<file path="src/common/host_ctl_pkg.sv">
// Host control word layout and identification constants used by the control block and testbench
package host_ctl_pkg;

   // ------------------------------------------------------------------------
   // Control word
   // ------------------------------------------------------------------------

   parameter int CTL_W = 32;

   // Low bits are the per-channel scrub enables, bit i for channel i

   // Debug readback enable, swaps the ID words for a scrub address
   parameter int DBG_EN_BIT = 31;

   // Channel select for the debug readback
   parameter int DBG_SEL_LSB = 28;
   parameter int DBG_SEL_W   = 3;

   // ------------------------------------------------------------------------
   // Identification words
   // ------------------------------------------------------------------------

   // Device ID in the upper half, vendor ID in the lower half
   parameter logic [31:0] CL_ID0 = 32'h5C7B_1A2C;

   // Subsystem ID in the upper half, subsystem vendor ID in the lower half
   parameter logic [31:0] CL_ID1 = 32'h0001_1A2C;

endpackage

</file>
<file path="src/common/scrub_pkg.sv">
// Scrubber geometry, counter width and FSM state type shared by the scrub RTL and its testbench
package scrub_pkg;

   // ------------------------------------------------------------------------
   // Channel count
   // ------------------------------------------------------------------------

   // Number of DDR channels the top level builds unless told otherwise
   parameter int NUM_DDR_DEFAULT = 4;

   // ------------------------------------------------------------------------
   // Address and burst geometry
   // ------------------------------------------------------------------------

   // Byte address width on the write address channel
   parameter int SCRB_ADDR_W = 64;

   // Bytes carried by one write beat (512-bit data path)
   parameter int BEAT_BYTES = 64;

   // Last byte scrubbed, 8 KiB region keeps simulation short
   parameter logic [SCRB_ADDR_W-1:0] SCRB_MAX_ADDR_DEFAULT = 64'h0000_0000_0000_1FFF;

   // Beats per burst minus one
   parameter int SCRB_BURST_LEN_MINUS1_DEFAULT = 15;

   // ------------------------------------------------------------------------
   // Traffic counters
   // ------------------------------------------------------------------------

   parameter int CNT_W = 32;

   // ------------------------------------------------------------------------
   // Scrubber FSM
   // ------------------------------------------------------------------------

   typedef enum logic [1:0] {
      SCRB_IDLE = 2'd0,
      SCRB_ADDR = 2'd1,
      SCRB_DATA = 2'd2,
      SCRB_DONE = 2'd3
   } scrb_state_e;

endpackage

</file>
<file path="src/scrubber/ddr_scrubber.sv">
// Zero-fill scrubber for one DDR channel, walks memory in fixed bursts of AW then W beats
`timescale 1ns/1ps

module ddr_scrubber #(
   parameter logic [scrub_pkg::SCRB_ADDR_W-1:0] SCRB_MAX_ADDR = scrub_pkg::SCRB_MAX_ADDR_DEFAULT,
   parameter int SCRB_BURST_LEN_MINUS1 = scrub_pkg::SCRB_BURST_LEN_MINUS1_DEFAULT
)
(
   input  logic                              clk,
   input  logic                              sync_rst_n,

   input  logic                              scrub_en,
   input  logic                              ddr_is_ready,

   // Write address channel
   output logic                              awvalid,
   output logic [scrub_pkg::SCRB_ADDR_W-1:0] awaddr,
   input  logic                              awready,

   // Write data channel, data is all zero so only the framing leaves
   output logic                              wvalid,
   output logic                              wlast,
   input  logic                              wready,

   output logic                              scrub_done,
   output logic [scrub_pkg::SCRB_ADDR_W-1:0] scrub_addr
);

   import scrub_pkg::*;

   localparam int BEAT_CNT_W =
      (SCRB_BURST_LEN_MINUS1 > 0) ? $clog2(SCRB_BURST_LEN_MINUS1 + 1) : 1;

   // Bytes covered by one burst
   localparam logic [SCRB_ADDR_W-1:0] BURST_BYTES =
      SCRB_ADDR_W'((SCRB_BURST_LEN_MINUS1 + 1) * BEAT_BYTES);

   scrb_state_e            state;
   logic [SCRB_ADDR_W-1:0] addr;
   logic [BEAT_CNT_W-1:0]  beat_cnt;
   logic [SCRB_ADDR_W-1:0] burst_end;
   logic                   last_beat;
   logic                   last_burst;

   assign burst_end  = addr + (BURST_BYTES - 1'b1);
   assign last_burst = (burst_end >= SCRB_MAX_ADDR);
   assign last_beat  = (beat_cnt == BEAT_CNT_W'(SCRB_BURST_LEN_MINUS1));

   // ------------------------------------------------------------------------
   // Walk FSM
   // ------------------------------------------------------------------------

   always_ff @(posedge clk or negedge sync_rst_n)
   begin
      if (!sync_rst_n)
      begin
         state    <= SCRB_IDLE;
         addr     <= '0;
         beat_cnt <= '0;
      end
      else
      begin
         case (state)
            SCRB_IDLE:
            begin
               // A paused walk keeps its address while enabled
               if (!scrub_en)
                  addr <= '0;
               else if (ddr_is_ready)
                  state <= SCRB_ADDR;
            end
            SCRB_ADDR:
            begin
               if (awready)
               begin
                  state    <= SCRB_DATA;
                  beat_cnt <= '0;
               end
            end
            SCRB_DATA:
            begin
               if (wready)
               begin
                  if (!last_beat)
                     beat_cnt <= beat_cnt + 1'b1;
                  // Burst boundary, the only place the enable is looked at mid-walk
                  else if (!scrub_en)
                  begin
                     state <= SCRB_IDLE;
                     addr  <= '0;
                  end
                  else if (last_burst)
                     state <= SCRB_DONE;
                  else
                  begin
                     addr  <= addr + BURST_BYTES;
                     state <= ddr_is_ready ? SCRB_ADDR : SCRB_IDLE;
                  end
               end
            end
            SCRB_DONE:
            begin
               if (!scrub_en)
               begin
                  state <= SCRB_IDLE;
                  addr  <= '0;
               end
            end
            default:
               state <= SCRB_IDLE;
         endcase
      end
   end

   // ------------------------------------------------------------------------
   // Outputs
   // ------------------------------------------------------------------------

   assign awvalid    = (state == SCRB_ADDR);
   assign awaddr     = addr;
   assign wvalid     = (state == SCRB_DATA);
   assign wlast      = (state == SCRB_DATA) && last_beat;
   assign scrub_done = (state == SCRB_DONE);
   assign scrub_addr = addr;

endmodule

</file>
<file path="src/source/cl_mem_scrub_top.sv">
// Memory scrub top level: host control block plus one scrubber and traffic counter per DDR channel
`timescale 1ns/1ps

module cl_mem_scrub_top #(
   parameter int NUM_DDR = scrub_pkg::NUM_DDR_DEFAULT,
   parameter logic [scrub_pkg::SCRB_ADDR_W-1:0] SCRB_MAX_ADDR = scrub_pkg::SCRB_MAX_ADDR_DEFAULT,
   parameter int SCRB_BURST_LEN_MINUS1 = scrub_pkg::SCRB_BURST_LEN_MINUS1_DEFAULT
)
(
   input  logic                                           clk,
   input  logic                                           sync_rst_n,

   // Host side
   input  logic [host_ctl_pkg::CTL_W-1:0]                 ctl0,
   input  logic                                           flr_assert,
   output logic                                           flr_done,
   output logic [31:0]                                    id0,
   output logic [31:0]                                    id1,

   // Per-channel write traffic
   input  logic [NUM_DDR-1:0]                             ddr_is_ready,
   output logic [NUM_DDR-1:0]                             ddr_awvalid,
   output logic [NUM_DDR-1:0][scrub_pkg::SCRB_ADDR_W-1:0] ddr_awaddr,
   input  logic [NUM_DDR-1:0]                             ddr_awready,
   output logic [NUM_DDR-1:0]                             ddr_wvalid,
   output logic [NUM_DDR-1:0]                             ddr_wlast,
   input  logic [NUM_DDR-1:0]                             ddr_wready,

   // Status
   output logic [NUM_DDR-1:0]                             scrub_done,
   output logic [NUM_DDR-1:0][scrub_pkg::CNT_W-1:0]       ddr_aw_count,
   output logic [NUM_DDR-1:0][scrub_pkg::CNT_W-1:0]       ddr_w_count
);

   import scrub_pkg::*;

   logic [NUM_DDR-1:0]                  scrub_en;
   logic [NUM_DDR-1:0][SCRB_ADDR_W-1:0] scrub_addr;

   // ------------------------------------------------------------------------
   // Host control
   // ------------------------------------------------------------------------

   host_ctl_regs #(
      .NUM_DDR    (NUM_DDR)
   ) host_ctl_regs_inst (
      .clk        (clk),
      .sync_rst_n (sync_rst_n),
      .ctl0       (ctl0),
      .flr_assert (flr_assert),
      .scrub_addr (scrub_addr),
      .scrub_en   (scrub_en),
      .flr_done   (flr_done),
      .id0        (id0),
      .id1        (id1)
   );

   // ------------------------------------------------------------------------
   // Per-channel scrubber and counter
   // ------------------------------------------------------------------------

   for (genvar ch = 0; ch < NUM_DDR; ch++)
   begin : g_chan
      ddr_scrubber #(
         .SCRB_MAX_ADDR         (SCRB_MAX_ADDR),
         .SCRB_BURST_LEN_MINUS1 (SCRB_BURST_LEN_MINUS1)
      ) ddr_scrubber_inst (
         .clk          (clk),
         .sync_rst_n   (sync_rst_n),
         .scrub_en     (scrub_en[ch]),
         .ddr_is_ready (ddr_is_ready[ch]),
         .awvalid      (ddr_awvalid[ch]),
         .awaddr       (ddr_awaddr[ch]),
         .awready      (ddr_awready[ch]),
         .wvalid       (ddr_wvalid[ch]),
         .wlast        (ddr_wlast[ch]),
         .wready       (ddr_wready[ch]),
         .scrub_done   (scrub_done[ch]),
         .scrub_addr   (scrub_addr[ch])
      );

      // Watches the same handshakes the scrubber sees
      ddr_traffic_counter ddr_traffic_counter_inst (
         .clk        (clk),
         .sync_rst_n (sync_rst_n),
         .awvalid    (ddr_awvalid[ch]),
         .awready    (ddr_awready[ch]),
         .wvalid     (ddr_wvalid[ch]),
         .wready     (ddr_wready[ch]),
         .aw_count   (ddr_aw_count[ch]),
         .w_count    (ddr_w_count[ch])
      );
   end

endmodule

</file>
<file path="src/source/ddr_traffic_counter.sv">
// Counts accepted write address and write data handshakes on one DDR channel
`timescale 1ns/1ps

module ddr_traffic_counter
(
   input  logic                        clk,
   input  logic                        sync_rst_n,

   input  logic                        awvalid,
   input  logic                        awready,
   input  logic                        wvalid,
   input  logic                        wready,

   output logic [scrub_pkg::CNT_W-1:0] aw_count,
   output logic [scrub_pkg::CNT_W-1:0] w_count
);

   logic aw_fire;
   logic w_fire;

   assign aw_fire = awvalid && awready;
   assign w_fire  = wvalid && wready;

   // Both counters wrap silently
   always_ff @(posedge clk or negedge sync_rst_n)
   begin
      if (!sync_rst_n)
      begin
         aw_count <= '0;
         w_count  <= '0;
      end
      else
      begin
         if (aw_fire)
            aw_count <= aw_count + 1'b1;
         if (w_fire)
            w_count <= w_count + 1'b1;
      end
   end

endmodule

</file>
<file path="src/source/host_ctl_regs.sv">
// Host control register: scrub enables, debug ID readback and FLR done pulse for the scrub top
`timescale 1ns/1ps

module host_ctl_regs #(
   parameter int NUM_DDR = scrub_pkg::NUM_DDR_DEFAULT
)
(
   input  logic                                           clk,
   input  logic                                           sync_rst_n,

   input  logic [host_ctl_pkg::CTL_W-1:0]                 ctl0,
   input  logic                                           flr_assert,
   input  logic [NUM_DDR-1:0][scrub_pkg::SCRB_ADDR_W-1:0] scrub_addr,

   output logic [NUM_DDR-1:0]                             scrub_en,
   output logic                                           flr_done,
   output logic [31:0]                                    id0,
   output logic [31:0]                                    id1
);

   import host_ctl_pkg::*;
   import scrub_pkg::*;

   logic [CTL_W-1:0]       ctl0_q;
   logic                   flr_assert_q;
   logic                   dbg_en;
   logic [DBG_SEL_W-1:0]   dbg_sel;
   logic [SCRB_ADDR_W-1:0] sel_addr;

   // ------------------------------------------------------------------------
   // Control word capture
   // ------------------------------------------------------------------------

   always_ff @(posedge clk or negedge sync_rst_n)
   begin
      if (!sync_rst_n)
         ctl0_q <= '0;
      else
         ctl0_q <= ctl0;
   end

   assign scrub_en = ctl0_q[NUM_DDR-1:0];
   assign dbg_en   = ctl0_q[DBG_EN_BIT];
   assign dbg_sel  = ctl0_q[DBG_SEL_LSB +: DBG_SEL_W];

   // ------------------------------------------------------------------------
   // Debug readback
   // ------------------------------------------------------------------------

   // Unknown channel numbers fall back to channel 0
   always_comb
   begin
      sel_addr = scrub_addr[0];
      for (int i = 1; i < NUM_DDR; i++)
      begin
         if (dbg_sel == i)
            sel_addr = scrub_addr[i];
      end
   end

   // ID words follow the registered control word, so ctl0 shows up two cycles later
   always_ff @(posedge clk)
   begin
      if (dbg_en)
      begin
         id0 <= sel_addr[31:0];
         id1 <= sel_addr[SCRB_ADDR_W-1:32];
      end
      else
      begin
         id0 <= CL_ID0;
         id1 <= CL_ID1;
      end
   end

   // ------------------------------------------------------------------------
   // FLR response
   // ------------------------------------------------------------------------

   // Done toggles for as long as the assert stays high
   always_ff @(posedge clk or negedge sync_rst_n)
   begin
      if (!sync_rst_n)
      begin
         flr_assert_q <= 1'b0;
         flr_done     <= 1'b0;
      end
      else
      begin
         flr_assert_q <= flr_assert;
         flr_done     <= flr_assert_q && !flr_done;
      end
   end

endmodule
</file>
<file path="config.mk">
export PLATFORM = sky130hd
export DESIGN_NAME = cl_mem_scrub_top
export DESIGN_NICKNAME = d
export VERILOG_FILES = /design/src/common/host_ctl_pkg.sv /design/src/common/scrub_pkg.sv /design/src/scrubber/ddr_scrubber.sv /design/src/source/cl_mem_scrub_top.sv /design/src/source/ddr_traffic_counter.sv /design/src/source/host_ctl_regs.sv
export SDC_FILE = /design/constraint.sdc
export NUM_CORES = 1
export LEC_CHECK = 0
export ABC_AREA = 1
export BUFFER_PORTS_ARGS = -buffer_cell sky130_fd_sc_hd__buf_4
export CAP_MARGIN = 20
export CELL_PAD_IN_SITES_DETAIL_PLACEMENT = 1
export CELL_PAD_IN_SITES_GLOBAL_PLACEMENT = 1
export CORE_MARGIN = 5
export CORE_UTILIZATION = 29
export DETAILED_ROUTE_END_ITERATION = 6
export HOLD_SLACK_MARGIN = 0.1
export PLACE_DENSITY_LB_ADDON = 0.3
export SETUP_SLACK_MARGIN = 0.5
export SLEW_MARGIN = 20
export SYNTH_ARGS = -nofsm -noshare
export SYNTH_HDL_FRONTEND = slang
export SYNTH_SLANG_ARGS = --single-unit
</file>
<file path="constraint.sdc">
create_clock -name clk -period 4 [get_ports clk]
set_input_delay 0.4 -clock clk [delete_from_list [all_inputs] [get_ports clk]]
set_output_delay 0.4 -clock clk [all_outputs]
set_load 0.05 [all_outputs]
</file>
==> run_results.csv, run 1 <==
group,metric,value,unit
hold_path,min_path_type,"input pin to register",
clocking,cts_tree,"built",
setup_path,required,4.51,ns
setup_path,path_depth,10,
setup_path,timing.critical_path.mode_cell,"nand2_1",
setup_path,critPathTopFamily,"buffers and inverters",
status,status,"finished clean",
sta,finalCriticalPeriod,2.79,ns
setup_path,crit_chain,"inv_1 > ha_1 > nand2_1 > inv_1 > a21oi_1 > a211oi_4 > buf_4 > nand2_1 > nand2_1 > nand2_1",
hold_path,hold_start,"ddr_wready[0]",
hold_path,hold_path_end,"g_chan[0].ddr_traffic_counter_inst.w_count[31]",
sta,fin_crit_sh,69.8,%
clocking,clk_latency,0.62,ns
pwr,power.leakage,0.0184,µW
finish,post-route-util,37.7,%
setup_path,crit_path_end_kind,"register",
die,start_util,29.3,%
clocking,cts.clk_slew.worst_paths,0.06,ns
synth,ys_warn_count,0,
clocking,cts_root_buf,"clkbuf_16",
sta,fmax,0.358,GHz
sta,setup_viol,0,
clocking,postCtsSetupBuffers,0,
sta,skew,0.0192,ns
setup_path,critical_path_class,"register to register",
synth,synth_edf_count,0,
global_route,gr-usage-all-layers,20.6,%
clocking,clock-sinks,561,
setup_path,rrSetupSlack,1.21,ns
synth,synth_adder_area_share,1.41,%
sta,slew_headroom,35.7,%
setup_path,reg2regPathDepth,10,
drt,avgRoutedWirePerCell,20.2,µm
setup_path,worstPathMaxFanout,23,
finish,drive_above_1_share,18.7,%
sta,finalMaxSlewViolations,0,
finish,area_delta_synth_final,28.6,%
die,io-pin-count,640,
synth,synth_xor_area_share,5.49,%
drt,vias,25500,
synth,avgSynthCellArea,7.95,µm²
die,die_area,104000,µm²
drt,drtPass1Iterations,7,
setup_path,worst-path-buf-inv,3,
pwr,power,18400,µW
setup_path,critPathLaunchType,"register",
job,maxCapViolations,0,
finish,layout.nets,4225,
place,gp_congestion,0.839,
setup_path,max_stage_delay,0.43,ns
sta,worst_pin_slew,0.955,ns
synth,syn_inst,3568,
synth,ys_types,46,
drt,viasPerCell,4.66,
die,fp.dieW,323,µm
sta,finalHoldViolations,0,
clocking,clockBufferDepth,3,
setup_path,r2r_end,"g_chan[1].ddr_scrubber_inst.awaddr[11]",
synth,synth_top_flop_cell,"dfrtp_1",
global_route,grt_max_degree,109,
pwr,pwr_density_cell,505,nW/µm²
global_route,grt-ovfl-total,0,
place,port_buffers,569,
setup_path,r2r-start,"g_chan[1].ddr_scrubber_inst.state[0]",
setup_path,crit_slowest_cell,"inv_1",
global_route,grt_pass1_vias,26700,
drt,antenna_left,0,
synth,netlist_area,28400,µm²
finish,mostFrequentLayoutCell,"nand2_1",
synth,async_reset_ff_share,90.2,%
synth,synth.area.mux_share,0,%
sta,tns,0,ns
synth,ys_seq_area_share,48.5,%
global_route,antenna_found_initial,8,
synth,synth_compound_gate_area_share,9.48,%
setup_path,cp.arrival,3.30,ns
clocking,htree_levels,3,
synth,synth-simple-area-share,26.2,%
die,die_h,323,µm
finish,layout_common_cells,"nand2_1 (956), buf_4 (592), dfrtp_1 (506)",
die,core,96900,µm²
drt,drc,0,
hold_path,min_path_cells,4,
global_route,grt_pass1_wl,166000,µm
synth,synth-seq-cells,561,
clocking,cts_resized,0,
drt,drtIter0Drc,1155,
drt,routed_wl,110000,µm
clocking,cts_made_buffers,71,
sta,rsz0062_at_grt,"false",
die,num_rows,114,
synth,synth_top_family_by_area,"simple AND/OR/NAND/NOR gates",
pwr,ir_drop,446,µV
place,dp_hpwl,86000,µm
-- Yosys cell counts, types with 39 or more instances --
master / number / area share (%)
clkbuf_1: 43 / 0.57
nand2_1: 961 / 13
xnor2_1: 50 / 1.5
dfxtp_1: 55 / 3.9
xor2_1: 128 / 4.0
nand3_1: 129 / 2.3
nand4_1: 53 / 1.2
dfrtp_1: 506 / 45
nor2_1: 395 / 5.2
a21boi_0: 96 / 2.5
o21ai_0: 160 / 2.8
inv_1: 420 / 5.6
buf_4: 70 / 1.9
nand3b_1: 39 / 1.0
a21oi_1: 178 / 3.1
nor3_1: 108 / 1.9
-- metrics by stage --
stage               instances  cell area, µm²  hold WS (ns)  worst slack [ns]
floorplan                3613           28500         0.104              1.96
global route             5480           36500         0.155             0.971
CTS                      5478           36500         0.114              1.18
global placement         5339           33900         0.414              1.31
detailed placement       5339           33900         0.422              1.21
finish                   5481           36500         0.166              1.21
-- cell type report --
type                            count  area (µm²)
Timing Repair Buffer              613        4760
Multi-Input combinational cell   2469       12300
Clock buffer                      110        2190
Inverter                          430        1620
Clock inverter                     19         278
Antenna cell                        3        7.51
Sequential cell                   561       13800
Tap cell                         1276        1600
Fill cell                       11700       60400
-- timing repair --
| item | CTS | global route |
|---|---|---|
| setup endpoints to repair | 0 | 0 |
| hold buffers | 10 | 0 |
| hold endpoints to repair | 83 | 0 |
-- flip-flops by register name, indices dropped and copies added (netlist names) --
signal,flops
g_chan.ddr_scrubber_inst.awaddr,216
g_chan.ddr_scrubber_inst.beat_cnt,16
g_chan.ddr_scrubber_inst.state,8
g_chan.ddr_traffic_counter_inst.aw_count,128
g_chan.ddr_traffic_counter_inst.w_count,128
host_ctl_regs_inst.ctl0_q,8
host_ctl_regs_inst.flr_assert_q,1
host_ctl_regs_inst.flr_done,1
host_ctl_regs_inst.id0,23
host_ctl_regs_inst.id1,32
-- worst max path at each step --
stage / end / slack (ns) / from
2_1_floorplan: g_chan[3].ddr_traffic_counter_inst.aw_count[24] / 1.96 / g_chan[3].ddr_traffic_counter_inst.aw_count[0]
3_3_place_gp: g_chan[1].ddr_scrubber_inst.awaddr[10] / 1.31 / g_chan[1].ddr_scrubber_inst.state[0]
3_5_place_dp: g_chan[1].ddr_scrubber_inst.awaddr[11] / 1.21 / g_chan[1].ddr_scrubber_inst.state[0]
4_1_cts: g_chan[1].ddr_scrubber_inst.awaddr[11] / 1.18 / g_chan[1].ddr_scrubber_inst.state[0]
5_1_grt: g_chan[1].ddr_scrubber_inst.awaddr[11] / 0.97 / g_chan[1].ddr_scrubber_inst.state[0]
6_report: g_chan[1].ddr_scrubber_inst.awaddr[11] / 1.21 / g_chan[1].ddr_scrubber_inst.state[0]
-- kinds of logic after synthesis --
| kind of cell | Yosys count |
|---|---|
| XOR/XNOR | 178 |
| AO/OA/AOI/OAI | 465 |
| other | 1 |
| buffers and inverters | 583 |
| flip-flops | 561 |
| AND/OR/NAND/NOR | 1748 |
| adder cells (fa/ha/maj) | 32 |
-- power by group --
group / internal (µW) / leakage (µW) / switching [µW]
Combinational: 1270 / 0.00994 / 3780
Sequential: 6060 / 0.00723 / 536
Clock: 4150 / 0.00121 / 2630
-- layer usage --
layer,global-route usage (%),routed length (µm),up-vias
li1,-,-,12300
met1,26.9,48600,12500
met2,33.5,51100,577
met3,5.60,7450,141
met4,6.29,3290,0
met5,0,0,-
-- tightest hold or removal path: stages --
cell and delay (ns):
buf_4 0.11, nand2_4 0.11, nand2_1 0.08, nand2_1 0.05
(Power assumes the default switching activity.)
==> run 2, diff against run 1 <==
==> constraint.sdc (replaced) <==
create_clock -name clk -period 2.9 [get_ports clk]
set_input_delay 0.29 -clock clk [delete_from_list [all_inputs] [get_ports clk]]
set_output_delay 0.29 -clock clk [all_outputs]
set_load 0.05 [all_outputs]
==> run 2 against run 1 <==
Against the previous run:
- register-to-register slack got worse by 0.59 ns
- clock power increased by 36%
- combinational power increased by 45%
- sequential share of layout area decreased by 0.60 points
- largest cell class unchanged
- maximum frequency increased by 22%
- via count increased by 0.85%
==> run_results.csv, run 2 (synthesis gave the netlist of run 1 again) <==
group,metric,value,unit
pwr,pwr_density_cell,691,nW/µm²
drt,routed_wl,111000,µm
sta,tns,0,ns
global_route,grt_max_degree,109,
die,start_util,29.3,%
place,port_buffers,569,
sta,finalMaxSlewViolations,0,
finish,mostFrequentLayoutCell,"nand2_1",
drt,drtPass1Iterations,5,
clocking,clockBufferDepth,3,
sta,fin_crit_sh,78.7,%
die,num_rows,114,
finish,fillerInstances,11700,
sta,fmax,0.438,GHz
finish,area_delta_synth_final,30.7,%
setup_path,timing.critical_path.mode_cell,"nand2_1",
clocking,clk_latency,0.63,ns
setup_path,worst-path-buf-inv,1,
die,die_area,104000,µm²
clocking,cts_root_buf,"clkbuf_16",
setup_path,critical_path_class,"register to register",
place,dp_hpwl,87300,µm
drt,antenna_left,0,
setup_path,required,3.37,ns
global_route,grt_pass1_vias,27000,
setup_path,crit_path_end_kind,"register",
sta,setup_viol,0,
hold_path,min_path_type,"input pin to register",
finish,regArea,13800,µm²
sta,rsz0062_at_grt,"false",
pwr,ir_drop,568,µV
drt,drc,0,
die,die_h,323,µm
global_route,grt-ovfl-total,0,
setup_path,crit_chain,"ha_1 > nand2_1 > nand2_1 > nor2_1 > nand2_1 > nor2_1 > nand2_1 > nand2_2 > buf_12 > a21boi_0",
setup_path,critPathTopFamily,"simple AND/OR/NAND/NOR gates",
finish,layout.nets,4280,
die,fp.dieW,323,µm
sta,skew,0.0200,ns
drt,viasPerCell,4.65,
global_route,grt_pass1_wl,167000,µm
sta,finalCriticalPeriod,2.28,ns
clocking,htree_levels,3,
setup_path,cp.arrival,2.76,ns
setup_path,crit_slowest_cell,"dfrtp_1",
finish,drive_above_1_share,19.9,%
setup_path,max_stage_delay,0.45,ns
place,place_ws,0.471,ns
clocking,cts.clk_slew.worst_paths,0.06,ns
setup_path,r2r_end,"g_chan[2].ddr_scrubber_inst.awaddr[33]",
finish,layout_common_cells,"nand2_1 (956), buf_4 (626), dfrtp_1 (506)",
drt,vias,25700,
finish,final_cells,5533,
setup_path,rrSetupSlack,0.62,ns
drt,drtIter0Drc,1306,
place,placed_area,34300,µm²
setup_path,reg2regPathDepth,10,
setup_path,worstPathMaxFanout,40,
setup_path,r2r-start,"g_chan[2].ddr_scrubber_inst.awaddr[10]",
drt,avgRoutedWirePerCell,20.1,µm
clocking,cts_made_buffers,69,
clocking,cts_tree,"built",
hold_path,hold_start,"ddr_is_ready[1]",
global_route,gr-usage-all-layers,20.8,%
sta,finalHoldViolations,0,
setup_path,critPathLaunchType,"register",
global_route,antenna_found_initial,4,
hold_path,hold_path_end,"g_chan[1].ddr_scrubber_inst.state[0]",
finish,largest_reg_flops,216,
hold_path,min_path_cells,5,
die,io-pin-count,640,
sta,slew_headroom,41.8,%
place,post-place-cells,5375,
pwr,power.leakage,0.0187,µW
place,gp_congestion,0.842,
setup_path,startpoint,"g_chan[2].ddr_scrubber_inst.awaddr[10]",
finish,final_area,37100,µm²
sta,worst_pin_slew,0.864,ns
die,core,96900,µm²
status,status,"finished clean",
sta,finalWorstSetupSlack,0.618,ns
finish,post-route-util,38.3,%
finish,multi_input_area,12300,µm²
clocking,clock-sinks,561,
job,maxCapViolations,0,
-- run 2: cell count changes in the layout (fill, tap and decap cells not counted), sizes merged --
| cell | change |
|---|---|
| diode | -2 |
| inv | +2 |
| clkbuf | -7 |
| buf | +45 |
| dlygate4sd3 | +12 |
| bufinv | -1 |
| clkinvlp | +3 |
-- run 2: worst min-delay path, cell delays in order --
cell      delay (ns)
buf_4           0.10
nand2_1         0.06
nor2_1          0.08
nor3_1          0.05
a21boi_0        0.14
-- run 2: power breakdown --
| part | total [µW] | switching (µW) | internal [µW] |
|---|---|---|---|
| logic | 7300 | 5280 | 2020 |
| registers | 9120 | 765 | 8350 |
| clock network | 9220 | 3660 | 5570 |
| total | 25600 | 9700 | 15900 |
-- run 2: cell type report --
cell class | count | area share, %
sequential | 561 | 37.1
multi-input combinational | 2469 | 33.3
timing repair buffer | 670 | 14.4
clock buffer | 103 | 5.77
inverter | 430 | 4.39
tap | 1276 | 4.30
clock inverter | 23 | 0.739
antenna | 1 | 0.00675
-- run 2: timing repair --
item | in CTS | in global routing
hold buffers | 22 | 0
endpoints found under the hold margin | 180 | 0
pin swaps | 1 | 2
gates resized for setup | 2 | 24
buffers inserted | 4 | 5
setup endpoints to repair | 43 | 118
-- run 2: stage by stage --
step	total power [µW]	hold slack [ns]
after detailed placement	16300	0.294
after global placement	16200	0.293
after floorplan	13900	-0.00559
after global routing	27000	0.219
final	25600	0.166
after CTS	25900	0.104
-- run 2: how the worst max path moves through the flow --
stage / to / slack (ns) / depth (start not counted)
detailed placement: g_chan[0].ddr_traffic_counter_inst.aw_count[26] / 0.47 / 11
floorplan: g_chan[3].ddr_traffic_counter_inst.aw_count[24] / 0.86 / 10
global route: ddr_wlast[2] / 0.50 / 6
finish: g_chan[2].ddr_scrubber_inst.awaddr[33] / 0.62 / 10
CTS: g_chan[1].ddr_traffic_counter_inst.w_count[23] / 0.50 / 9
global placement: g_chan[0].ddr_traffic_counter_inst.aw_count[26] / 0.50 / 11
-- run 2: per-layer routing --
layer	part of all wire, %	wire length [µm]	up-vias	GRT usage, %
met5	0	0	-	0
met4	3.3	3650	0	6.39
met3	6.2	6910	148	5.70
met2	46	51400	549	33.9
met1	44	49200	12600	27.1
li1	-	-	12400	-
==> run 3, diff against run 2 <==
==> constraint.sdc (replaced) <==
create_clock -name clk -period 2.3 [get_ports clk]
set_input_delay 0.23 -clock clk [delete_from_list [all_inputs] [get_ports clk]]
set_output_delay 0.23 -clock clk [all_outputs]
set_load 0.05 [all_outputs]
==> run 3 against run 2 <==
Against the previous run:
- maximum frequency grew 16%
- critical endpoint is now g_chan[1].ddr_scrubber_inst.awaddr[28]
- hold slack got worse by 0.054 ns
- highest routed layer unchanged
- worst setup slack got worse by 0.28 ns
- wire length rose by 21%
- largest power group is now combinational logic
- cell area increased by 18%
- critical path depth stayed put
- power is 57% higher
- combinational power is 140% higher
- via count increased by 11%
- cell count up 6.3%
==> run_results.csv, run 3 (synthesis gave the netlist of run 1 again) <==
group,metric,value,unit
status,status,"finished clean",
die,fp.dieW,323,µm
finish,final_area,43800,µm²
pwr,pwr_density_cell,921,nW/µm²
die,die_area,104000,µm²
drt,drc,0,
sta,fin_crit_sh,85.5,%
pwr,ir_drop,871,µV
sta,finalMaxSlewViolations,0,
sta,setup_viol,0,
finish,layout.nets,4631,
global_route,grt_pass1_vias,28500,
drt,antenna_left,0,
drt,routed_wl,135000,µm
sta,skew,0.0330,ns
global_route,grt_pass1_wl,180000,µm
sta,rsz0062_at_grt,"true",
setup_path,worstPathMaxFanout,9,
die,num_rows,114,
setup_path,cp.arrival,2.48,ns
clocking,clk_latency,0.65,ns
clocking,htree_levels,3,
clocking,cts_root_buf,"clkbuf_16",
finish,layout_common_cells,"nand2_1 (897), buf_4 (796), dfrtp_1 (451)",
sta,tns,0,ns
sta,slew_headroom,57.7,%
die,io-pin-count,640,
finish,drive_above_1_share,35.2,%
drt,vias,28600,
hold_path,min_path_type,"input pin to async pin",
drt,drtPass1Iterations,7,
place,post-place-cells,5428,
global_route,gr-usage-all-layers,22.6,%
drt,drtIter0Drc,1620,
clocking,clockBufferDepth,3,
place,dp_hpwl,88500,µm
pwr,power,40300,µW
place,gp_congestion,0.885,
die,die_h,323,µm
finish,largest_reg_flops,216,
clocking,cts.clk_slew.worst_paths,0.06,ns
finish,mostFrequentLayoutCell,"nand2_1",
place,port_buffers,569,
sta,finalHoldViolations,0,
setup_path,critical_path_class,"register to register",
global_route,grt_max_degree,55,
drt,avgRoutedWirePerCell,22.9,µm
place,placed_area,34800,µm²
setup_path,crit_path_end_kind,"register",
sta,finalCriticalPeriod,1.97,ns
drt,viasPerCell,4.86,
sta,worst_pin_slew,0.634,ns
clocking,cts_tree,"built",
finish,area_delta_synth_final,54.2,%
finish,n_antenna_cell,0,
job,maxCapViolations,0,
setup_path,critPathLaunchType,"register",
finish,fillerInstances,11400,
die,start_util,29.3,%
global_route,antenna_found_initial,9,
sta,fmax,0.509,GHz
clocking,clock-sinks,561,
setup_path,required,2.82,ns
clocking,cts_made_buffers,69,
die,core,96900,µm²
global_route,grt-ovfl-total,0,
pwr,power.leakage,0.0216,µW
setup_path,rrSetupSlack,0.33,ns
finish,final_cells,5884,
==> run 3: changes by cell type in the layout (fill, tap and decap cells not counted), sizes merged <==
| cell | previous run | this run |
|---|---|---|
| buf | 648 | 959 |
| bufinv | 5 | 2 |
| clkbuf | 103 | 140 |
| clkinv | 15 | 17 |
| clkinvlp | 4 | 5 |
| diode | 1 | 0 |
| inv | 429 | 431 |
| nand2 | 977 | 979 |
==> run 3: worst paths after layout <==
check | start | to | cells after the start
max in group asynchronous | sync_rst_n | g_chan[0].ddr_traffic_counter_inst.aw_count[3] | 3
worst max-delay path | g_chan[1].ddr_scrubber_inst.state[0] | g_chan[1].ddr_scrubber_inst.awaddr[28] | 10
worst max register to register | g_chan[1].ddr_scrubber_inst.state[0] | g_chan[1].ddr_scrubber_inst.awaddr[28] | 10
worst min-delay path | sync_rst_n | g_chan[0].ddr_traffic_counter_inst.w_count[10] | 2
worst min register to register | host_ctl_regs_inst.flr_done | host_ctl_regs_inst.flr_done | 1
min in group clk | ctl0[31] | host_ctl_regs_inst.ctl0_q[31] | 2
==> run 3: stage by stage <==
step	setup WS, ns	utilization [%]	hold slack [ns]
floorplan	0.466	-	-0.0656
global placement	0.194	36.0	0.236
detailed placement	0.105	36.0	0.238
CTS	0.357	41.2	0.125
global route	0.264	45.2	0.141
finish	0.334	45.2	0.112
==> run 3: final cells by class <==
type,count,area (µm²),area share [%]
clock buffer,102,2060,4.70
clock inverter,25,213,0.486
inverter,430,1690,3.87
multi-input combinational,2471,14500,33.0
sequential,561,13800,31.6
tap,1276,1600,3.65
timing repair buffer,1019,9900,22.6
==> run 3: where the power goes <==
part	leakage [µW]	switching (µW)	internal, µW
Sequential	0.00716	911	10600
Combinational	0.0133	10000	7600
Clock	0.00112	4720	6460
==> run 3: repair_timing <==
action	4_1_cts	5_1_grt
setup buffers	124	113
gates cloned	20	50
gates resized for setup	263	593
hold buffers	22	0
endpoints found under the hold margin	463	0
pin swaps	57	172
endpoints found under the setup margin	405	427
==> run 3: per-layer routing <==
metal / up-vias / track usage (%) / wire length (µm) / part of all wire [%]
li1: 13200 / - / - / -
met1: 14400 / 29.7 / 58000 / 43
met2: 745 / 36.7 / 64300 / 48
met3: 244 / 5.46 / 7310 / 5.4
met4: 0 / 7.40 / 5060 / 3.8
met5: - / 0 / 0 / 0
==> run 3: critical path: stages, from the launching register on <==
cell and delay, ns:
dfrtp_1 0.42, inv_2 0.08, buf_6 0.13, ha_4 0.27, inv_4 0.04, buf_6 0.11
a211oi_4 0.23, buf_12 0.21, buf_12 0.13, clkbuf_16 0.14, a21oi_1 0.06
